--- config.mk ---
export PLATFORM = sky130hd
export DESIGN_NAME = idiv_iterative
export DESIGN_NICKNAME = d
export VERILOG_FILES = /design/src/rtl/idiv_pkg.sv /design/src/rtl/idiv_controller.sv /design/src/rtl/idiv_datapath.sv /design/src/rtl/idiv_iterative.sv
export VERILOG_INCLUDE_DIRS = /design/src /design/src/rtl
export SDC_FILE = /design/constraint.sdc
export NUM_CORES = 1
export LEC_CHECK = 0
export ABC_AREA = 1
export BUFFER_PORTS_ARGS = -buffer_cell sky130_fd_sc_hd__buf_2
export CORE_UTILIZATION = 35
export DETAILED_ROUTE_END_ITERATION = 7
export PLACE_DENSITY = 0.5
export REMOVE_ABC_BUFFERS = 1
export SLEW_MARGIN = 30
export SYNTH_ARGS = -nofsm -noshare
export SYNTH_HDL_FRONTEND = slang
export SYNTH_SLANG_ARGS = --single-unit
export TNS_END_PERCENT = 1
--- constraint.sdc ---
create_clock -name clk_i -period 5.22 [get_ports clk_i]
set_clock_uncertainty 0.1 [all_clocks]
set_input_delay 0.261 -clock clk_i [delete_from_list [all_inputs] [get_ports clk_i]]
set_output_delay 0.261 -clock clk_i [all_outputs]
set_load 0.03 [all_outputs]
--- src/rtl/idiv_consts.svh ---
// ==========================================================
// sizing macros for the iterative divider
//   operand width and iteration counter width
// ==========================================================

`ifndef IDIV_CONSTS_SVH
`define IDIV_CONSTS_SVH

// operand width in bits, any width of 2 or more works
`define IDIV_WIDTH 32

// iteration counter width, must hold the value IDIV_WIDTH itself
`define IDIV_CNT_W ($clog2(`IDIV_WIDTH + 1))

`endif

--- src/rtl/idiv_pkg.sv ---
// ==========================================================
// shared types of the iterative divider
//   request and result words, control word, status word
// ==========================================================

`include "idiv_consts.svh"

`default_nettype none

package idiv_pkg;

    // one division request
    typedef struct packed {
        logic [`IDIV_WIDTH-1:0] dividend;
        logic [`IDIV_WIDTH-1:0] divisor;
        logic                   signed_div;
    } idiv_req_t;

    // one division result
    typedef struct packed {
        logic [`IDIV_WIDTH-1:0] quotient;
        logic [`IDIV_WIDTH-1:0] remainder;
    } idiv_res_t;

    // per-cycle control word, controller to datapath
    typedef struct packed {
        logic       opa_sel;
        logic       opa_ld;
        logic       opa_inv;
        logic       opa_clr_n;
        logic [2:0] opb_sel;
        logic       opb_ld;
        logic       opb_inv;
        logic       opb_clr_n;
        logic [2:0] opc_sel;
        logic       opc_ld;
        logic       latch_signed;
        logic       latch_msb_divisor;
        logic       latch_msb_dividend;
        logic       adder_cin;
    } idiv_ctrl_t;

    // datapath conditions, datapath to controller
    typedef struct packed {
        logic zero_divisor;
        logic signed_div_r;
        logic adder_neg;
        logic opa_neg;
        logic opc_neg;
    } idiv_status_t;

endpackage

`default_nettype wire

--- src/rtl/idiv_controller.sv ---
// ==========================================================
// sequencing FSM of the iterative divider
//   load, operand negate, non-restoring iterations,
//   remainder repair, sign correction and result hand-off
// ==========================================================

`include "idiv_consts.svh"

`default_nettype none

module idiv_controller import idiv_pkg::*; (
    input  logic         clk_i,
    input  logic         reset_i,

    input  logic         v_i,
    output logic         ready_o,

    input  idiv_status_t status_i,
    output idiv_ctrl_t   ctrl_o,

    output logic         v_o,
    input  logic         yumi_i
);

    localparam int W     = `IDIV_WIDTH;
    localparam int CNT_W = `IDIV_CNT_W;
    localparam logic [CNT_W-1:0] CALC_LAST = CNT_W'(W);

    typedef enum logic [3:0] {
        ST_IDLE,
        ST_START,
        ST_NEG0,
        ST_NEG1,
        ST_SHIFT,
        ST_CALC,
        ST_REPAIR,
        ST_REMAIN,
        ST_QUOT,
        ST_DONE
    } state_e;

    state_e           state_r;
    state_e           state_n;
    logic [CNT_W-1:0] calc_cnt_r;
    logic             calc_done;
    logic             add_neg_r;
    logic             q_neg_r;
    logic             r_neg_r;
    logic             neg_ld;

    // ==========================================================
    // state, iteration counter and sign flags
    // ==========================================================

    always_ff @(posedge clk_i) begin
        if (reset_i) begin
            state_r <= ST_IDLE;
        end else begin
            state_r <= state_n;
        end
    end

    // W+1 calc cycles, counter wraps back to zero on the last one
    assign calc_done = (calc_cnt_r == CALC_LAST);

    always_ff @(posedge clk_i) begin
        if (reset_i) begin
            calc_cnt_r <= '0;
        end else if (state_r == ST_CALC) begin
            calc_cnt_r <= calc_done ? '0 : calc_cnt_r + 1'b1;
        end
    end

    always_ff @(posedge clk_i) begin
        if (reset_i) begin
            add_neg_r <= 1'b0;
            q_neg_r   <= 1'b0;
            r_neg_r   <= 1'b0;
        end else begin
            // sign of the previous adder result steers add or subtract
            add_neg_r <= status_i.adder_neg;
            if (neg_ld) begin
                // quotient negative when operand signs differ
                q_neg_r <= (status_i.opa_neg ^ status_i.opc_neg) & status_i.signed_div_r;
                // remainder follows the dividend sign
                r_neg_r <= status_i.opc_neg & status_i.signed_div_r;
            end
        end
    end

    // ==========================================================
    // control word per state
    // ==========================================================

    always_comb begin
        // defaults describe one calc iteration
        ctrl_o.opa_sel            = 1'b0;
        ctrl_o.opa_ld             = 1'b0;
        ctrl_o.opa_inv            = ~add_neg_r;
        ctrl_o.opa_clr_n          = 1'b1;
        ctrl_o.opb_sel            = 3'b001;
        ctrl_o.opb_ld             = 1'b1;
        ctrl_o.opb_inv            = 1'b0;
        ctrl_o.opb_clr_n          = 1'b1;
        ctrl_o.opc_sel            = 3'b001;
        ctrl_o.opc_ld             = 1'b1;
        ctrl_o.latch_signed       = 1'b0;
        ctrl_o.latch_msb_divisor  = 1'b0;
        ctrl_o.latch_msb_dividend = 1'b0;
        ctrl_o.adder_cin          = ~add_neg_r;
        neg_ld                    = 1'b0;
        state_n                   = state_r;

        case (state_r)
            ST_IDLE: begin
                // operands enter A and C only on an accepted request
                ctrl_o.opa_sel      = 1'b1;
                ctrl_o.opa_ld       = v_i;
                ctrl_o.opb_ld       = 1'b0;
                ctrl_o.opc_sel      = 3'b100;
                ctrl_o.opc_ld       = v_i;
                ctrl_o.latch_signed = v_i;
                if (v_i) begin
                    state_n = ST_START;
                end
            end
            ST_START: begin
                ctrl_o.opb_ld             = 1'b0;
                ctrl_o.opc_ld             = 1'b0;
                ctrl_o.latch_msb_divisor  = 1'b1;
                ctrl_o.latch_msb_dividend = 1'b1;
                state_n                   = ST_NEG0;
            end
            ST_NEG0: begin
                // B takes the dividend, A becomes |divisor|
                ctrl_o.opa_inv   = 1'b1;
                ctrl_o.opa_ld    = status_i.opa_neg & status_i.signed_div_r;
                ctrl_o.opb_clr_n = 1'b0;
                ctrl_o.opb_sel   = 3'b100;
                ctrl_o.opc_ld    = 1'b0;
                ctrl_o.adder_cin = 1'b1;
                neg_ld           = 1'b1;
                state_n          = ST_NEG1;
            end
            ST_NEG1: begin
                // C becomes |dividend| through -B
                ctrl_o.opa_clr_n = 1'b0;
                ctrl_o.opb_inv   = 1'b1;
                ctrl_o.opb_ld    = 1'b0;
                ctrl_o.opc_sel   = 3'b010;
                ctrl_o.opc_ld    = status_i.opc_neg & status_i.signed_div_r;
                ctrl_o.adder_cin = 1'b1;
                state_n          = ST_SHIFT;
            end
            ST_SHIFT: begin
                // zero partial remainder, first shift of C
                ctrl_o.opa_clr_n = 1'b0;
                ctrl_o.opb_clr_n = 1'b0;
                ctrl_o.adder_cin = 1'b0;
                state_n          = ST_CALC;
            end
            ST_CALC: begin
                // last iteration keeps B unshifted
                ctrl_o.opb_sel = calc_done ? 3'b010 : 3'b001;
                state_n        = calc_done ? ST_REPAIR : ST_CALC;
            end
            ST_REPAIR: begin
                // negative final remainder gets the divisor added back
                ctrl_o.opa_inv   = 1'b0;
                ctrl_o.opb_sel   = 3'b010;
                ctrl_o.opb_ld    = add_neg_r;
                ctrl_o.opc_ld    = 1'b0;
                ctrl_o.adder_cin = 1'b0;
                state_n          = ST_REMAIN;
            end
            ST_REMAIN: begin
                // signed remainder into A, quotient copied to B
                ctrl_o.opa_ld    = 1'b1;
                ctrl_o.opa_clr_n = 1'b0;
                ctrl_o.opb_sel   = 3'b100;
                ctrl_o.opb_inv   = r_neg_r;
                ctrl_o.opc_ld    = 1'b0;
                ctrl_o.adder_cin = r_neg_r;
                state_n          = status_i.zero_divisor ? ST_DONE : ST_QUOT;
            end
            ST_QUOT: begin
                ctrl_o.opa_clr_n = 1'b0;
                ctrl_o.opb_inv   = 1'b1;
                ctrl_o.opb_ld    = 1'b0;
                ctrl_o.opc_sel   = 3'b010;
                ctrl_o.opc_ld    = q_neg_r;
                ctrl_o.adder_cin = 1'b1;
                state_n          = ST_DONE;
            end
            ST_DONE: begin
                // result held until the consumer takes it
                ctrl_o.opb_ld = 1'b0;
                ctrl_o.opc_ld = 1'b0;
                if (yumi_i) begin
                    state_n = ST_IDLE;
                end
            end
            default: begin
                ctrl_o.opb_ld = 1'b0;
                ctrl_o.opc_ld = 1'b0;
                state_n       = ST_IDLE;
            end
        endcase
    end

    assign ready_o = (state_r == ST_IDLE);
    assign v_o     = (state_r == ST_DONE);

    // ==========================================================
    // checks
    // ==========================================================

    a_ready_valid_excl: assert property (@(posedge clk_i) disable iff (reset_i)
        !(ready_o && v_o))
        else $error("ready_o and v_o high together");

    a_yumi_needs_valid: assert property (@(posedge clk_i) disable iff (reset_i)
        yumi_i |-> v_o)
        else $error("yumi_i raised without v_o");

    a_cnt_range: assert property (@(posedge clk_i) disable iff (reset_i)
        calc_cnt_r <= CALC_LAST)
        else $error("iteration counter past operand width");

endmodule

`default_nettype wire

--- src/rtl/idiv_datapath.sv ---
// ==========================================================
// operand datapath of the iterative divider
//   registers A, B and C with their source muxes,
//   inverting adder, sign latches and status
// ==========================================================

`include "idiv_consts.svh"

`default_nettype none

module idiv_datapath import idiv_pkg::*; (
    input  logic         clk_i,
    input  logic         reset_i,

    input  idiv_req_t    req_i,
    input  idiv_ctrl_t   ctrl_i,

    output idiv_status_t status_o,
    output idiv_res_t    res_o
);

    localparam int W = `IDIV_WIDTH;

    // all registers carry one extra sign bit
    logic [W:0] opa_r;
    logic [W:0] opb_r;
    logic [W:0] opc_r;
    logic [W:0] opa_mux;
    logic [W:0] opb_mux;
    logic [W:0] opc_mux;
    logic [W:0] opa_in;
    logic [W:0] opb_in;
    logic [W:0] add_out;
    logic       divisor_ext;
    logic       dividend_ext;
    logic       signed_div_r;
    logic       msb_divisor_r;
    logic       msb_dividend_r;

    // ==========================================================
    // source selection
    // ==========================================================

    // sign extension of the incoming operands, zero when unsigned
    assign divisor_ext  = req_i.signed_div & req_i.divisor[W-1];
    assign dividend_ext = req_i.signed_div & req_i.dividend[W-1];

    assign opa_mux = ctrl_i.opa_sel ? {divisor_ext, req_i.divisor} : add_out;

    // B: shifted remainder with next dividend bit, adder result, or C
    assign opb_mux = ({(W + 1){ctrl_i.opb_sel[0]}} & {add_out[W-1:0], opc_r[W]})
                   | ({(W + 1){ctrl_i.opb_sel[1]}} & add_out)
                   | ({(W + 1){ctrl_i.opb_sel[2]}} & opc_r);

    // C: shift in the new quotient bit, adder result, or the dividend
    assign opc_mux = ({(W + 1){ctrl_i.opc_sel[0]}} & {opc_r[W-1:0], ~add_out[W]})
                   | ({(W + 1){ctrl_i.opc_sel[1]}} & add_out)
                   | ({(W + 1){ctrl_i.opc_sel[2]}} & {dividend_ext, req_i.dividend});

    // ==========================================================
    // operand registers
    // ==========================================================

    always_ff @(posedge clk_i) begin
        if (ctrl_i.opa_ld) begin
            opa_r <= opa_mux;
        end
    end

    always_ff @(posedge clk_i) begin
        if (ctrl_i.opb_ld) begin
            opb_r <= opb_mux;
        end
    end

    always_ff @(posedge clk_i) begin
        if (ctrl_i.opc_ld) begin
            opc_r <= opc_mux;
        end
    end

    // ==========================================================
    // inverting adder
    // ==========================================================

    // each operand may be inverted, then forced to zero
    assign opa_in = {(W + 1){ctrl_i.opa_clr_n}} & (opa_r ^ {(W + 1){ctrl_i.opa_inv}});
    assign opb_in = {(W + 1){ctrl_i.opb_clr_n}} & (opb_r ^ {(W + 1){ctrl_i.opb_inv}});

    // invert plus carry-in gives subtraction or negation
    assign add_out = opa_in + opb_in + {{W{1'b0}}, ctrl_i.adder_cin};

    // ==========================================================
    // sign latches
    // ==========================================================

    always_ff @(posedge clk_i) begin
        if (reset_i) begin
            signed_div_r   <= 1'b0;
            msb_divisor_r  <= 1'b0;
            msb_dividend_r <= 1'b0;
        end else begin
            if (ctrl_i.latch_signed) begin
                signed_div_r <= req_i.signed_div;
            end
            // operand signs as loaded, before any negation
            if (ctrl_i.latch_msb_divisor) begin
                msb_divisor_r <= opa_r[W];
            end
            if (ctrl_i.latch_msb_dividend) begin
                msb_dividend_r <= opc_r[W];
            end
        end
    end

    // ==========================================================
    // status and result
    // ==========================================================

    assign status_o.zero_divisor = ~|opa_r;
    assign status_o.signed_div_r = signed_div_r;
    assign status_o.adder_neg    = add_out[W];
    assign status_o.opa_neg      = msb_divisor_r;
    assign status_o.opc_neg      = msb_dividend_r;

    // A ends up holding the signed remainder, C the quotient
    assign res_o.quotient  = opc_r[W-1:0];
    assign res_o.remainder = opa_r[W-1:0];

    // the FSM must never select two sources into a loading register
    a_opb_onehot: assert property (@(posedge clk_i) disable iff (reset_i)
        ctrl_i.opb_ld |-> $onehot(ctrl_i.opb_sel))
        else $error("opb_sel not one-hot while B loads");

    a_opc_onehot: assert property (@(posedge clk_i) disable iff (reset_i)
        ctrl_i.opc_ld |-> $onehot(ctrl_i.opc_sel))
        else $error("opc_sel not one-hot while C loads");

endmodule

`default_nettype wire

--- src/rtl/idiv_iterative.sv ---
// ==========================================================
// iterative integer divider, top level
//   FSM controller plus operand datapath
// ==========================================================

`include "idiv_consts.svh"

`default_nettype none

module idiv_iterative import idiv_pkg::*; (
    input  logic      clk_i,
    input  logic      reset_i,

    // request side, valid/ready
    input  logic      req_v_i,
    input  idiv_req_t req_i,
    output logic      req_ready_o,

    // result side, valid/yumi
    output logic      res_v_o,
    output idiv_res_t res_o,
    input  logic      res_yumi_i
);

    idiv_ctrl_t   ctrl;
    idiv_status_t status;

    idiv_controller u_ctrl (
        .clk_i    (clk_i),
        .reset_i  (reset_i),
        .v_i      (req_v_i),
        .ready_o  (req_ready_o),
        .status_i (status),
        .ctrl_o   (ctrl),
        .v_o      (res_v_o),
        .yumi_i   (res_yumi_i)
    );

    idiv_datapath u_dp (
        .clk_i    (clk_i),
        .reset_i  (reset_i),
        .req_i    (req_i),
        .ctrl_i   (ctrl),
        .status_o (status),
        .res_o    (res_o)
    );

endmodule

`default_nettype wire

==> impl_metrics.xml <==
<?xml version="1.0" encoding="UTF-8"?>
<metrics>
  <group name="layout">
    <metric name="multi_input_comb_area" unit="um^2">4800</metric>
    <metric name="areaGrowthSynthToFinish" unit="%">12.5</metric>
    <metric name="layout-drive-gt1-share" unit="%">15.5</metric>
    <metric name="final_util" unit="%">40.3</metric>
    <metric name="insertedDiodeCount" unit="">0</metric>
    <metric name="seqCellArea" unit="um^2">3290</metric>
    <metric name="fillers" unit="">2840</metric>
    <metric name="final_cell_area" unit="um^2">10500</metric>
    <metric name="finish.net_count" unit="">1503</metric>
  </group>
  <group name="timing">
    <metric name="max-slew-margin-rel" unit="%">37.2</metric>
    <metric name="hold_viol" unit="">0</metric>
    <metric name="tns" unit="ns">0</metric>
    <metric name="min_period_over_period" unit="%">82.0</metric>
    <metric name="finalWorstPathRequiredPeriod" unit="ns">4.28</metric>
    <metric name="setup_repair_after_global_routing_missed_its_margin" unit="">no</metric>
    <metric name="worstMarginPinSlew" unit="ns">0.936</metric>
    <metric name="timing.final.max_slew_violations" unit="">0</metric>
    <metric name="achievable-frequency" unit="MHz">234</metric>
    <metric name="setup_viol" unit="">0</metric>
  </group>
  <group name="synthesis">
    <metric name="synth_area" unit="um^2">9350</metric>
    <metric name="synth_enable_flop_cells" unit="">99</metric>
    <metric name="postSynthRegisterBits" unit="">115</metric>
    <metric name="synth.distinct_cells" unit="">48</metric>
    <metric name="yosysSeqAreaShare" unit="%">35.2</metric>
    <metric name="yosys_warnings" unit="">0</metric>
    <metric name="synthArstFlopShare" unit="%">0</metric>
    <metric name="synthFlopType" unit="">sky130_fd_sc_hd__edfxtp_1</metric>
    <metric name="postSynthAreaPerCell" unit="um^2">7.02</metric>
    <metric name="netlist_instances" unit="">1331</metric>
  </group>
  <group name="hold_path">
    <metric name="hold_class" unit="">in2reg</metric>
  </group>
  <group name="power_and_ir_drop">
    <metric name="peakVddDrop" unit="V">0.000197</metric>
    <metric name="pwr-share-seq" unit="%">21.4</metric>
    <metric name="leak" unit="nW">5.13</metric>
    <metric name="power.share.combinational" unit="%">63.9</metric>
    <metric name="power_density" unit="nW/um^2">729</metric>
    <metric name="intPower" unit="mW">3.63</metric>
    <metric name="sw_frac_of_total" unit="%">52.6</metric>
    <metric name="power.switching" unit="mW">4.04</metric>
    <metric name="power.clock.fraction" unit="%">14.7</metric>
  </group>
  <group name="flow_run">
    <metric name="maxCapViolations" unit="">0</metric>
  </group>
  <group name="drt">
    <metric name="drt_wl_total" unit="um">31600</metric>
    <metric name="dr.first_iter.drc_count" unit="">598</metric>
    <metric name="drc" unit="">14</metric>
    <metric name="firstDrtPassIters" unit="">7</metric>
    <metric name="routed-via-count" unit="">8704</metric>
    <metric name="antenna_viol_nets_final" unit="">0</metric>
    <metric name="routed_wire_length_per_instance" unit="um">18.1</metric>
    <metric name="viasPerCell" unit="">4.98</metric>
  </group>
  <group name="clocking">
    <metric name="cts.sinks" unit="">115</metric>
    <metric name="clock_path_buffers" unit="">2</metric>
    <metric name="cts_buffers" unit="">17</metric>
    <metric name="worstSkewPairLatency" unit="ns">0.43</metric>
    <metric name="post_cts.repair.setup_buffers" unit="">0</metric>
    <metric name="ctsRootBufferMaster" unit="">sky130_fd_sc_hd__clkbuf_16</metric>
    <metric name="tritoncts" unit="">built</metric>
    <metric name="clock_tree.htree_level_count" unit="">4</metric>
    <metric name="clkSlewWorstSetupHoldPaths" unit="ns">0.06</metric>
  </group>
  <group name="floorplan">
    <metric name="initial_utilization" unit="%">35.8</metric>
    <metric name="die-area" unit="um^2">27400</metric>
    <metric name="pin_count" unit="">135</metric>
    <metric name="placementRows" unit="">59</metric>
    <metric name="die_width" unit="um">165</metric>
    <metric name="dieHeight" unit="um">165</metric>
    <metric name="core" unit="um^2">26100</metric>
  </group>
  <group name="grt">
    <metric name="grt.overflow.total" unit="">0</metric>
    <metric name="grt_first_pass_wirelength" unit="um">48600</metric>
    <metric name="antenna_violations_before_repair" unit="">0</metric>
    <metric name="grt_use_met2" unit="%">38.8</metric>
    <metric name="gr-usage-all-layers" unit="%">23.9</metric>
    <metric name="maximum_number_of_pins_on_one_net_before_global_route_repair" unit="">43</metric>
    <metric name="busiest_layer" unit="">met2</metric>
    <metric name="global_route.usage.met1" unit="%">33.3</metric>
    <metric name="first_global_vias" unit="">8498</metric>
    <metric name="gr-usage-met3" unit="%">3.07</metric>
  </group>
  <group name="place">
    <metric name="final_hpwl_dp" unit="um">23000</metric>
    <metric name="gp_congestion" unit="">0.971</metric>
    <metric name="place_area" unit="um^2">9870</metric>
    <metric name="numPortBuffers" unit="">134</metric>
  </group>
  <group name="worst_setup_path">
    <metric name="crit_path_max_fanout" unit="">31</metric>
    <metric name="critical_path_required" unit="ns">5.31</metric>
    <metric name="startpoint_type" unit="">register</metric>
    <metric name="arrival_time_worst_endpoint" unit="ns">4.37</metric>
    <metric name="crit_path_end_kind" unit="">register</metric>
    <metric name="setup_crit_path_kind" unit="">reg2reg</metric>
  </group>
  <group name="status">
    <metric name="run_status" unit="">finished, violations left</metric>
    <metric name="violated_checks" unit="">DRC</metric>
  </group>
</metrics>
[cells by family after synthesis]
logic type	count (synthesis)	share of synthesized area (%)
compound gates	176	10.8
buf+inv	264	13.8
fa+ha+maj	35	4.85
xor+xnor	32	3.00
simple gates	709	32.3
flops	115	35.2
[flip-flops by register name, summed over array words and instances (netlist names)]
name	count
u_dp.opb_r	33
u_ctrl.q_neg_r	1
u_ctrl.r_neg_r	1
u_dp.msb_dividend_r	1
u_ctrl.state_r	4
u_ctrl.add_neg_r	1
u_dp.opa_r	33
u_dp.signed_div_r	1
u_dp.opc_r	33
u_dp.msb_divisor_r	1
u_ctrl.calc_cnt_r	6
[metrics by stage]
stage | hold slack (ns) | std cells | setup slack (ns) | power, mW
after detailed placement | 0.381 | 1705 | 0.974 | 6.50
after global routing | 0.0180 | 1747 | 0.564 | 8.34
after CTS | 0.000540 | 1747 | 0.966 | 7.66
after floorplan | 0.230 | 1224 | -0.0110 | 5.06
final | 0.00577 | 1747 | 0.938 | 7.67
after global placement | 0.378 | 1705 | 1.07 | 6.47
[cell usage in the layout (no fill, tap or decap), types with 11 or more instances in the layout]
cell,instances
sky130_fd_sc_hd__dfxtp_1,16
sky130_fd_sc_hd__clkbuf_16,17
sky130_fd_sc_hd__nand3b_1,12
sky130_fd_sc_hd__nor2_1,83
sky130_fd_sc_hd__xor2_1,30
sky130_fd_sc_hd__edfxtp_1,99
sky130_fd_sc_hd__nand2_1,457
sky130_fd_sc_hd__inv_1,142
sky130_fd_sc_hd__buf_4,11
sky130_fd_sc_hd__buf_2,134
sky130_fd_sc_hd__ha_1,33
sky130_fd_sc_hd__a21oi_1,77
sky130_fd_sc_hd__nand3_1,94
sky130_fd_sc_hd__o21ai_0,51
sky130_fd_sc_hd__o211ai_1,18
sky130_fd_sc_hd__inv_2,12
[repair_timing]
item	4_1_cts	5_1_grt
hold buffers	10	0
endpoints found under the hold margin	10	0
resized for setup	0	0
[layer usage]
layer	share of wire [%]	vias up
met3	4.5	38
met4	1.8	0
met1	48	4012
met2	45	245
met5	0	-
li1	-	4409
[layout make-up]
type,instances,share of cell area (%)
clock buffer,17,4.04
clock inverter,15,1.12
inverter,157,5.65
multi-input combinational,952,45.6
sequential,115,31.3
tap,335,3.98
timing repair buffer,156,8.30
[path summary, 6_finish.rpt]
check,startpoint,end,slack [ns],cells past startpoint
max,u_ctrl.state_r[3],u_dp.opa_r[18],0.94,23
min,req_i[20],u_dp.opa_r[19],0.006,3
max reg2reg,u_ctrl.state_r[3],u_dp.opa_r[18],0.94,23
min reg2reg,u_ctrl.q_neg_r,u_ctrl.q_neg_r,0.39,2
[power by group through the flow]
stage,clock network [mW],registers [mW],logic [mW]
2_1_floorplan,0,1.85,3.21
3_3_place_gp,0,1.66,4.81
3_5_place_dp,0,1.66,4.84
4_1_cts,1.14,1.64,4.88
5_1_grt,1.18,1.67,5.50
6_report,1.13,1.64,4.90
[synthesized netlist by cell type (all sizes together), types with 2 or more instances]
library cell	number	area, um^2
a211oi	2	15.0
a21o	3	22.5
a21oi	78	394
a22o	6	52.6
a22oi	3	22.5
a31oi	2	12.5
and2	8	50.1
and3	3	18.8
buf	94	649
clkbuf	13	48.8
dfxtp	16	320
edfxtp	99	2970
fa	2	40.0
ha	33	413
inv	157	594
nand2	466	1780
nand3	98	500
nand3b	12	90.1
nand4	4	25.0
nor2	92	394
nor3	9	50.1
nor3b	3	22.5
nor4	5	31.3
o211ai	18	135
o21ai	52	260
o21bai	4	30.0
o221ai	6	52.6
or2	9	56.3
xnor2	2	17.5
xor2	30	263
[worst max-delay path, stage by stage, from the launching register on]
cell and delay [ns]:
sky130_fd_sc_hd__dfxtp_1 0.48, sky130_fd_sc_hd__inv_1 0.09, sky130_fd_sc_hd__nor2_1 0.15, sky130_fd_sc_hd__nand2_2 0.11
sky130_fd_sc_hd__nand2_4 0.27, sky130_fd_sc_hd__inv_4 0.07, sky130_fd_sc_hd__nand2_2 0.09, sky130_fd_sc_hd__buf_4 0.31
sky130_fd_sc_hd__a21oi_1 0.10, sky130_fd_sc_hd__fa_1 0.41, sky130_fd_sc_hd__fa_1 0.42, sky130_fd_sc_hd__inv_1 0.07
sky130_fd_sc_hd__nand2_1 0.04, sky130_fd_sc_hd__nand2_1 0.09, sky130_fd_sc_hd__nand2_1 0.10, sky130_fd_sc_hd__o21bai_1 0.26
sky130_fd_sc_hd__nand2_1 0.10, sky130_fd_sc_hd__nand2_1 0.21, sky130_fd_sc_hd__nand2_1 0.13, sky130_fd_sc_hd__nand2_1 0.08
sky130_fd_sc_hd__nand2_1 0.07, sky130_fd_sc_hd__and2_1 0.16, sky130_fd_sc_hd__nand2_1 0.06, sky130_fd_sc_hd__nand2_1 0.05
Power figures use the tool's default switching activity.
